**src/uart_pkg.sv**
```systemverilog
package uart_pkg;

    // ~~~~~~~~~~~~~~~~~~~~~~~~~~~~~~~~~~~~~~
    // Serial framing
    // ~~~~~~~~~~~~~~~~~~~~~~~~~~~~~~~~~~~~~~

    localparam int OVERSAMPLE = 16;  // Receiver and transmitter ticks per bit time
    localparam int TX_DEPTH   = 2;   // Transmit buffer entries, equal to the credits at reset

    typedef logic [7:0] byte_t;

    // ~~~~~~~~~~~~~~~~~~~~~~~~~~~~~~~~~~~~~~
    // Greeting text
    // ~~~~~~~~~~~~~~~~~~~~~~~~~~~~~~~~~~~~~~

    localparam int MSG_LEN = 15;

    // Ends with carriage return and line feed
    localparam byte_t msg_text [MSG_LEN] = '{
        "H",
        "e",
        "l",
        "l",
        "o",
        ",",
        " ",
        "w",
        "o",
        "r",
        "l",
        "d",
        "!",
        8'h0d,
        8'h0a
    };

endpackage
```
**src/byte_stream_if.sv**
```systemverilog
`timescale 1ns/100ps

interface byte_stream_if import uart_pkg::*; ();

    byte_t data;
    logic  valid;   // One cycle per byte
    logic  err;     // Qualified by valid
    logic  credit;  // One cycle per slot freed at the sink

    modport source (
        output data,
        output valid,
        output err,
        input  credit
    );

    modport sink (
        input  data,
        input  valid,
        input  err,
        output credit
    );

endinterface

```
**src/uart_top.sv**
```systemverilog
`timescale 1ns/100ps

module uart_top #(
    parameter int CLKS_PER_BIT = 64,
    parameter int SEND_PERIOD  = 20000
) (
    input  logic clk,
    input  logic rst,
    input  logic mode,
    input  logic rxd,
    output logic txd,
    output logic rx_error
);

    logic tick;  // Oversampling strobe shared by both serial ends

    byte_stream_if rx_bus ();
    byte_stream_if tx_bus ();

    uart_baud_gen #(
        .CLKS_PER_BIT (CLKS_PER_BIT)
    ) u_baud_gen (
        .clk  (clk),
        .rst  (rst),
        .tick (tick)
    );

    uart_rx u_rx (
        .clk    (clk),
        .rst    (rst),
        .tick   (tick),
        .rxd    (rxd),
        .rx_bus (rx_bus.source)
    );

    uart_ioctl #(
        .SEND_PERIOD (SEND_PERIOD)
    ) u_ioctl (
        .clk      (clk),
        .rst      (rst),
        .mode     (mode),
        .rx_bus   (rx_bus.sink),
        .tx_bus   (tx_bus.source),
        .rx_error (rx_error)
    );

    uart_tx u_tx (
        .clk    (clk),
        .rst    (rst),
        .tick   (tick),
        .tx_bus (tx_bus.sink),
        .txd    (txd)
    );

endmodule

```
**src/uart_ioctl.sv**
```systemverilog
`timescale 1ns/100ps

module uart_ioctl import uart_pkg::*; #(
    parameter int SEND_PERIOD = 20000
) (
    input  logic clk,
    input  logic rst,
    input  logic mode,  // 0 echo, 1 send
    byte_stream_if.sink   rx_bus,
    byte_stream_if.source tx_bus,
    output logic rx_error
);

    localparam int CRW = $clog2(TX_DEPTH + 1);
    localparam int PCW = (SEND_PERIOD > 1) ? $clog2(SEND_PERIOD) : 1;
    localparam int IW  = $clog2(MSG_LEN);

    logic [CRW-1:0] credits;
    logic [PCW-1:0] period_cnt;
    logic [IW-1:0]  msg_idx;
    logic           sending;
    logic           has_credit;
    logic           start_msg;
    logic           echo_go;
    logic           msg_go;
    logic           spend;

    // The receiver cannot be held off, and the transmit path carries no errors
    assign rx_bus.credit = 1'b0;
    assign tx_bus.err    = 1'b0;

    // ~~~~~~~~~~~~~~~~~~~~~~~~~~~~~~~~~~~~~~
    // Issue decisions
    // ~~~~~~~~~~~~~~~~~~~~~~~~~~~~~~~~~~~~~~

    // Mode only matters while no greeting is running
    assign has_credit = (credits != '0);
    assign start_msg  = !sending && mode && (period_cnt == '0);
    assign echo_go    = !sending && !mode && rx_bus.valid && !rx_bus.err && has_credit;
    assign msg_go     = sending && has_credit;
    assign spend      = echo_go || msg_go;

    always_ff @(posedge clk or posedge rst) begin
        if (rst) begin
            credits      <= CRW'(TX_DEPTH);
            period_cnt   <= '0;
            msg_idx      <= '0;
            sending      <= 1'b0;
            tx_bus.valid <= 1'b0;
            rx_error     <= 1'b0;
        end else begin
            tx_bus.valid <= spend;
            credits      <= credits - CRW'(spend) + CRW'(tx_bus.credit);

            if (start_msg) begin
                sending <= 1'b1;
                msg_idx <= '0;
            end else if (msg_go) begin
                msg_idx <= msg_idx + 1'b1;
                if (msg_idx == IW'(MSG_LEN - 1))
                    sending <= 1'b0;
            end

            // Period counter holds at zero in echo mode, so send mode starts at once
            if (sending || mode)
                period_cnt <= (period_cnt == PCW'(SEND_PERIOD - 1)) ? '0 : period_cnt + 1'b1;
            else
                period_cnt <= '0;

            if (rx_bus.valid && rx_bus.err)
                rx_error <= 1'b1;  // Sticky until reset
        end
    end

    always_ff @(posedge clk) begin
        if (echo_go)
            tx_bus.data <= rx_bus.data;
        else if (msg_go)
            tx_bus.data <= msg_text[msg_idx];
    end

    // Credits come back only for bytes already spent
    credit_bound: assert property (@(posedge clk) disable iff (rst)
        credits <= CRW'(TX_DEPTH))
        else $error("credit count %0d above TX_DEPTH", credits);

endmodule

```
**src/uart_tx.sv**
```systemverilog
`timescale 1ns/100ps

module uart_tx import uart_pkg::*; (
    input  logic clk,
    input  logic rst,
    input  logic tick,
    byte_stream_if.sink tx_bus,
    output logic txd
);

    localparam int TW  = $clog2(OVERSAMPLE);
    localparam int PW  = (TX_DEPTH > 1) ? $clog2(TX_DEPTH) : 1;
    localparam int CNW = $clog2(TX_DEPTH + 1);

    byte_t          fifo_mem [TX_DEPTH];
    logic [PW-1:0]  wr_ptr;
    logic [PW-1:0]  rd_ptr;
    logic [CNW-1:0] count;
    logic           busy;
    logic [TW-1:0]  tick_cnt;
    logic [3:0]     bit_cnt;
    logic [8:0]     shift;  // Data bits then stop, start goes straight to txd
    logic           load;
    logic           bit_end;
    logic           last_bit;

    assign load     = tick && !busy && (count != '0);
    assign bit_end  = tick && busy && (tick_cnt == TW'(OVERSAMPLE - 1));
    assign last_bit = (bit_cnt == 4'd9);

    always_ff @(posedge clk or posedge rst) begin
        if (rst) begin
            wr_ptr        <= '0;
            rd_ptr        <= '0;
            count         <= '0;
            busy          <= 1'b0;
            tick_cnt      <= '0;
            bit_cnt       <= '0;
            txd           <= 1'b1;
            tx_bus.credit <= 1'b0;
        end else begin
            tx_bus.credit <= bit_end && last_bit;
            if (tx_bus.valid)
                wr_ptr <= (wr_ptr == PW'(TX_DEPTH - 1)) ? '0 : wr_ptr + 1'b1;
            if (load)
                rd_ptr <= (rd_ptr == PW'(TX_DEPTH - 1)) ? '0 : rd_ptr + 1'b1;
            count <= count + CNW'(tx_bus.valid) - CNW'(load);
            if (load) begin
                busy     <= 1'b1;
                tick_cnt <= '0;
                bit_cnt  <= '0;
                txd      <= 1'b0;  // Start bit
            end else if (busy && tick) begin
                tick_cnt <= tick_cnt + 1'b1;
                if (bit_end) begin
                    if (last_bit) begin
                        busy <= 1'b0;
                    end else begin
                        bit_cnt <= bit_cnt + 1'b1;
                        txd     <= shift[0];
                    end
                end
            end
        end
    end

    always_ff @(posedge clk) begin
        if (tx_bus.valid)
            fifo_mem[wr_ptr] <= tx_bus.data;
        if (load)
            shift <= {1'b1, fifo_mem[rd_ptr]};
        else if (bit_end)
            shift <= {1'b1, shift[8:1]};
    end

    // A byte offered with the buffer full means the source overspent its credits
    credit_overrun: assert property (@(posedge clk) disable iff (rst)
        tx_bus.valid |-> count < CNW'(TX_DEPTH))
        else $error("tx_bus valid while transmit buffer full");

endmodule

```
**src/uart_rx.sv**
```systemverilog
`timescale 1ns/100ps

module uart_rx import uart_pkg::*; (
    input  logic clk,
    input  logic rst,
    input  logic tick,
    input  logic rxd,
    byte_stream_if.source rx_bus
);

    localparam int TW = $clog2(OVERSAMPLE);

    localparam logic [2:0] S_IDLE     = 3'd0;
    localparam logic [2:0] S_START    = 3'd1;
    localparam logic [2:0] S_DATA     = 3'd2;
    localparam logic [2:0] S_STOP     = 3'd3;
    localparam logic [2:0] S_STOP_END = 3'd4;

    logic [2:0]    state;
    logic [TW-1:0] tick_cnt;
    logic [2:0]    bit_cnt;
    logic          rxd_s1;
    logic          rxd_s2;
    logic          rxd_s3;
    logic          fall;
    logic          stop_bit;
    byte_t         shift;
    logic          done;

    assign fall = rxd_s3 && !rxd_s2;

    // Stop bit ends half a bit after its sample, or early if the next start edge shows up
    assign done = (state == S_STOP_END) &&
                  (fall || (tick && tick_cnt == TW'(OVERSAMPLE / 2 - 1)));

    always_ff @(posedge clk or posedge rst) begin
        if (rst) begin
            rxd_s1       <= 1'b1;
            rxd_s2       <= 1'b1;
            rxd_s3       <= 1'b1;
            state        <= S_IDLE;
            tick_cnt     <= '0;
            bit_cnt      <= '0;
            rx_bus.valid <= 1'b0;
        end else begin
            rxd_s1       <= rxd;
            rxd_s2       <= rxd_s1;
            rxd_s3       <= rxd_s2;
            rx_bus.valid <= done;
            case (state)
                S_IDLE: begin
                    if (fall) begin
                        state    <= S_START;
                        tick_cnt <= '0;
                    end
                end
                S_START: begin
                    if (tick) begin
                        if (tick_cnt == TW'(OVERSAMPLE / 2 - 1)) begin
                            state    <= rxd_s2 ? S_IDLE : S_DATA;  // Glitch if already high
                            tick_cnt <= '0;
                            bit_cnt  <= '0;
                        end else begin
                            tick_cnt <= tick_cnt + 1'b1;
                        end
                    end
                end
                S_DATA, S_STOP: begin
                    if (tick) begin
                        tick_cnt <= tick_cnt + 1'b1;  // Wraps to zero at each mid-bit
                        if (tick_cnt == TW'(OVERSAMPLE - 1)) begin
                            if (state == S_STOP)
                                state <= S_STOP_END;
                            else if (bit_cnt == 3'd7)
                                state <= S_STOP;
                            bit_cnt <= bit_cnt + 1'b1;
                        end
                    end
                end
                default: begin
                    if (done) begin
                        state    <= fall ? S_START : S_IDLE;
                        tick_cnt <= '0;
                    end else if (tick) begin
                        tick_cnt <= tick_cnt + 1'b1;
                    end
                end
            endcase
        end
    end

    always_ff @(posedge clk) begin
        if (tick && tick_cnt == TW'(OVERSAMPLE - 1)) begin
            if (state == S_DATA)
                shift <= {rxd_s2, shift[7:1]};  // LSB arrives first
            else if (state == S_STOP)
                stop_bit <= rxd_s2;
        end
        if (done) begin
            rx_bus.data <= shift;
            rx_bus.err  <= !stop_bit;
        end
    end

    valid_pulse: assert property (@(posedge clk) disable iff (rst)
        rx_bus.valid |=> !rx_bus.valid)
        else $error("rx_bus valid held for more than one cycle");

endmodule

```
**src/uart_baud_gen.sv**
```systemverilog
`timescale 1ns/100ps

module uart_baud_gen import uart_pkg::*; #(
    parameter int CLKS_PER_BIT = 64
) (
    input  logic clk,
    input  logic rst,
    output logic tick
);

    localparam int DIV = CLKS_PER_BIT / OVERSAMPLE;
    localparam int CW  = (DIV > 1) ? $clog2(DIV) : 1;

    logic [CW-1:0] cnt;

    // Tick fires on every reload, so one pulse each DIV cycles
    always_ff @(posedge clk or posedge rst) begin
        if (rst) begin
            cnt  <= CW'(DIV - 1);
            tick <= 1'b0;
        end else if (cnt == '0) begin
            cnt  <= CW'(DIV - 1);
            tick <= 1'b1;
        end else begin
            cnt  <= cnt - 1'b1;
            tick <= 1'b0;
        end
    end

    // Receiver and transmitter both assume a whole number of clocks per tick
    div_check: assert property (@(posedge clk) disable iff (rst)
        (CLKS_PER_BIT % OVERSAMPLE == 0) && (DIV >= 1))
        else $error("CLKS_PER_BIT %0d is not a nonzero multiple of %0d",
                    CLKS_PER_BIT, OVERSAMPLE);

endmodule

```
**config.mk**
```make
export PLATFORM = sky130hd
export DESIGN_NAME = uart_top
export DESIGN_NICKNAME = d
export VERILOG_FILES = /design/src/uart_pkg.sv /design/src/byte_stream_if.sv /design/src/uart_top.sv /design/src/uart_ioctl.sv /design/src/uart_tx.sv /design/src/uart_rx.sv /design/src/uart_baud_gen.sv
export SDC_FILE = /design/constraint.sdc
export NUM_CORES = 1
export LEC_CHECK = 0
export CAP_MARGIN = 10
export CORE_MARGIN = 10
export CORE_UTILIZATION = 47
export CTS_BUF_LIST = sky130_fd_sc_hd__clkbuf_16
export DETAILED_ROUTE_END_ITERATION = 8
export DONT_BUFFER_PORTS = 1
export PLACE_DENSITY_LB_ADDON = 0.08
export SYNTH_ARGS = -nofsm -noshare
export SYNTH_HDL_FRONTEND = slang
export SYNTH_SLANG_ARGS = --single-unit
```
**constraint.sdc**
```tcl
create_clock -name clk -period 6.1 [get_ports clk]
set_input_delay 1.22 -clock clk [delete_from_list [all_inputs] [get_ports clk]]
set_output_delay 1.22 -clock clk [all_outputs]
set_load 0.02 [all_outputs]
```
==> reports/summary.log <==
[status] run status completed
[clock_network] hold buffer count at cts 0
[timing] setup-violating endpoint count in the final report 0
[worst_hold_path] startpoint of the worst hold path u_rx.rxd_s1$_DFF_PP1_
[timing] highest clock frequency the design can meet 332 MHz
[finish] commonest non-fill, non-tap cell in the layout sky130_fd_sc_hd__edfxtp_1
[synth] proportion of netlist area held by the largest area contributor 0.312
[synth] xor/xnor cell area share of the yosys netlist 0.0346
[global_route] Remaining Overflow, GRT 0
[synth] Post-synth ARST share 0.528
[global_route] global-route wire length before repair 13,900 um
[timing] total negative setup slack 0 ps
[setup_path] type of origin of the critical path input port
[synth] flip-flop and latch count after synthesis 106
[synth] number of warnings reported in the yosys synthesis log 0
[die] I/O pin count 6
[routing] number of iterations in the first detailed-routing pass 4
[global_route] pin count of the biggest net entering global routing 57
[synth] netlist area before placement 4810 sq um
[place] worst-case setup slack after placement 2710 ps
[finish] Multi-input gate area 1710 sq um
[clock_network] TritonCTS clock tree done
[synth] number of enable flip-flop cells after synthesis 50
[clock_network] post-cts repair resize count 0
[clock_network] # H-tree levels 3
[place] number of instances in the placed design 518
[clock_network] number of setup buffers added after CTS 0
[finish] Post-layout nets 422
[synth] share of the synthesized area in compound gates (AO/OA/AOI/OAI) 0.0815
[setup_path] CP Cell Sequence nor2_1 -> o2111ai_1 -> nand2_1 -> ha_1 -> inv_1 -> ha_1 -> xnor2_1 -> xnor2_1
[timing] transition at the pin with the smallest max-transition slack 1040 ps
[routing] # DRC 0
[place] total half-perimeter wirelength after legalization and detailed placement 5130 um
[place] count of buffers inserted at the top-level ports 0
[setup_path] worst reg2reg endpoint u_ioctl.credits[1]$_DFF_PP1_
[die] die extent in x 121 um
[clock_network] Inserted Clock Buffers 9
[synth] multiplexer share of the synthesized area 0.0586
[routing] DR vias 2,792
[clock_network] largest buffer count on any clock path 2
[clock_network] root buffer selected by CTS sky130_fd_sc_hd__clkbuf_16
[finish] synthesis-to-finish area growth 8.12%
[die] std cell rows 36
[setup_path] maximum fanout along the worst path 16
[place] RePlAce Congestion 0.782
[global_route] via count of the first global-routing pass 2,793
[timing] final count of pins violating max slew 0
[synth] share of synthesized cell area in full adder, half adder and majority cells 0.0573
[finish] number of non-filler instances in the completed layout 534
[routing] count of nets left with antenna violations after detail routing 0
[timing] unrepaired setup endpoints after global routing no
[finish] ant diodes 0
[finish] final core area utilization 0.527
[routing] via count normalized by instance count 5.23
[timing] Hold Vio Cnt, Final 0
[setup_path] arrival time worst endpoint 3290 ps
[synth] count of distinct cell types in the synthesized netlist 51
[die] vertical die dimension 121 um
[finish] flip-flop and latch area 2910 sq um
[timing] maximum clock skew at final layout 8.12 ps
[die] starting density of the core 0.487
[timing] smallest hold slack 356 ps
[timing] Slew headroom 0.309
[setup_path] highest cell delay on the worst timing path 540 ps
[setup_path] type of element capturing the critical path flop
[routing] First DRT Iteration DRCs 214
[finish] share of cells above drive strength 1 0.0798
[power_and_ir_drop] maximum ir drop on the vdd rail 0.234 mV
[power_and_ir_drop] power density over the cells 351 nW/um^2
[setup_path] Worst Reg2Reg Path Length in Cells 7
[synth] Post-Synth Simple-Gate Area 0.124
[timing] final clock period utilization by the worst path 0.494
[clock_network] total number of clock tree sinks 106
[synth] synthesized instance count 398
[worst_hold_path] hold crit path type reg -> reg
[clock_network] worst skew pair latency 340 ps
[worst_hold_path] Endpoint, Worst Hold u_rx.rxd_s2$_DFF_PP1_
[synth] average cell area after synthesis 12.1 sq um
[setup_path] critical path start-end classification in -> reg
[finish] final-layout fill cell count 846
[worst_hold_path] number of cells on the worst hold path 0
[routing] average detailed-routed wire length per instance 14.6 um
[timing] Final Worst Setup Slack 3090 ps
[run] # Max-Cap Violations 0
[setup_path] slowest library cell on the worst path sky130_fd_sc_hd__o2111ai_1
[global_route] number of antenna violations at the first check in global routing 0
[setup_path] startpoint of the lowest-slack register-to-register path u_ioctl.credits[0]$_DFF_PP0_
[synth] Synth Net Count 424
[finish] most frequent cells in the layout sky130_fd_sc_hd__edfxtp_1 (50), sky130_fd_sc_hd__dfrtp_1 (49), sky130_fd_sc_hd__nor2_1 (38)
[synth] sequential element share of the synthesized area 0.606
[routing] final routed wirelength across all metal layers 7770 um
[die] area enclosed by the die boundary 14,700 sq um
[timing] post-layout minimum cycle time 3010 ps
[synth] Yosys top cell by area sky130_fd_sc_hd__edfxtp_1
[clock_network] Clock transition at path regs 70 ps
[setup_path] worst setup slack for register-to-register paths 3310 ps
[synth] Most used DFF post-synth sky130_fd_sc_hd__edfxtp_1
[setup_path] required time worst endpoint 6370 ps
[die] placeable core region 9860 sq um
[synth] dominant combinational cell family by area after synthesis simple AND/OR/NAND/NOR gates
[synth] Synth area leaders sky130_fd_sc_hd__edfxtp_1 (31%), sky130_fd_sc_hd__dfrtp_1 (26%), sky130_fd_sc_hd__ha_1 (5.7%), sky130_fd_sc_hd__dfstp_2 (3.8%), sky130_fd_sc_hd__mux2i_1 (3.7%)
[global_route] GRT Overall Usage 0.117
[power_and_ir_drop] standby leakage power 0.00225 uW
==> power by group <==
part,total [uW],internal (uW),leakage (uW),switching (uW)
Combinational,342,165,0.000934,177
Sequential,930,816,0.00116,114
Clock,552,310,0.000148,242
==> synth_stat cells (all sizes together) (2+ instances only) <==
master,number
nand4,5
mux2i,18
mux2,3
dfrtp,49
xor2,10
nand2,28
nor2b,2
nor3b,3
a21oi,15
a21o,5
or4,3
and3,6
nor2,38
xnor2,9
buf,5
edfxtp,50
mux4,3
inv,30
nand2b,4
o211ai,7
nor3,2
o31ai,3
o2111ai,3
nand3,15
ha,22
o21ai,19
o21a,2
nor4,2
dfstp,7
and4,5
clkbuf,10
and2,3
==> flip-flops by register name, indices dropped and copies added, names as in the netlist, 4 cells and up <==
| signal | flops |
|---|---|
| u_ioctl.msg_idx | 4 |
| u_rx.rx_bus.data | 8 |
| u_tx.fifo_mem | 16 |
| u_ioctl.period_cnt | 15 |
| u_ioctl.tx_bus.data | 8 |
| u_rx.shift | 8 |
| u_tx.shift | 8 |
| u_tx.bit_cnt | 4 |
| u_rx.tick_cnt | 4 |
| u_tx.tick_cnt | 4 |
==> routing by layer <==
layer  wire length (um)  global-route usage
met5                  0                   0
met4                119              0.0447
met1               3950               0.159
met3                237              0.0377
met2               3470               0.169
==> final cells by class <==
class	instances	area share
Tap cell	133	0.0320
Multi-Input combinational cell	247	0.330
Clock buffer	9	0.0433
Inverter	30	0.0217
Clock inverter	7	0.0104
Sequential cell	106	0.560
Timing Repair Buffer	2	0.00289
==> cells by family after synthesis <==
family | after synthesis
fa+ha+maj | 22
simple gates | 120
buf+inv | 45
compound gates | 62
mux | 24
flops | 106
xor+xnor | 19
==> worst max-delay path, delay by kind of cell <==
family / cells / cell delay, ps
and+or+nand+nor: 2 / 740
AOI/OAI and AO/OA: 1 / 540
adders and majority gates: 2 / 460
xor gates and xnor gates: 2 / 270
buffers and inverters: 1 / 60
==> metrics by stage <==
| step | instance area (sq um) | total power [uW] |
|---|---|---|
| floorplan | 4810 | 1210 |
| global placement | 4920 | 1280 |
| detailed placement | 4920 | 1290 |
| CTS | 5200 | 1850 |
| global route | 5200 | 1940 |
| finish | 5200 | 1820 |
==> worst max path at each step <==
stage | startpoint | end | cells after the start | slack, ps
after CTS | mode | u_ioctl.credits[1]$_DFF_PP1_ | 8 | 3060
final | mode | u_ioctl.credits[1]$_DFF_PP1_ | 8 | 3090
after detailed placement | mode | u_ioctl.credits[1]$_DFF_PP1_ | 8 | 2710
after global placement | mode | u_ioctl.credits[1]$_DFF_PP1_ | 8 | 2810
after global routing | mode | u_ioctl.credits[1]$_DFF_PP1_ | 8 | 2800
after floorplan | mode | u_ioctl.credits[1]$_DFF_PP1_ | 9 | 3120
Power figures use the tool's default switching activity.
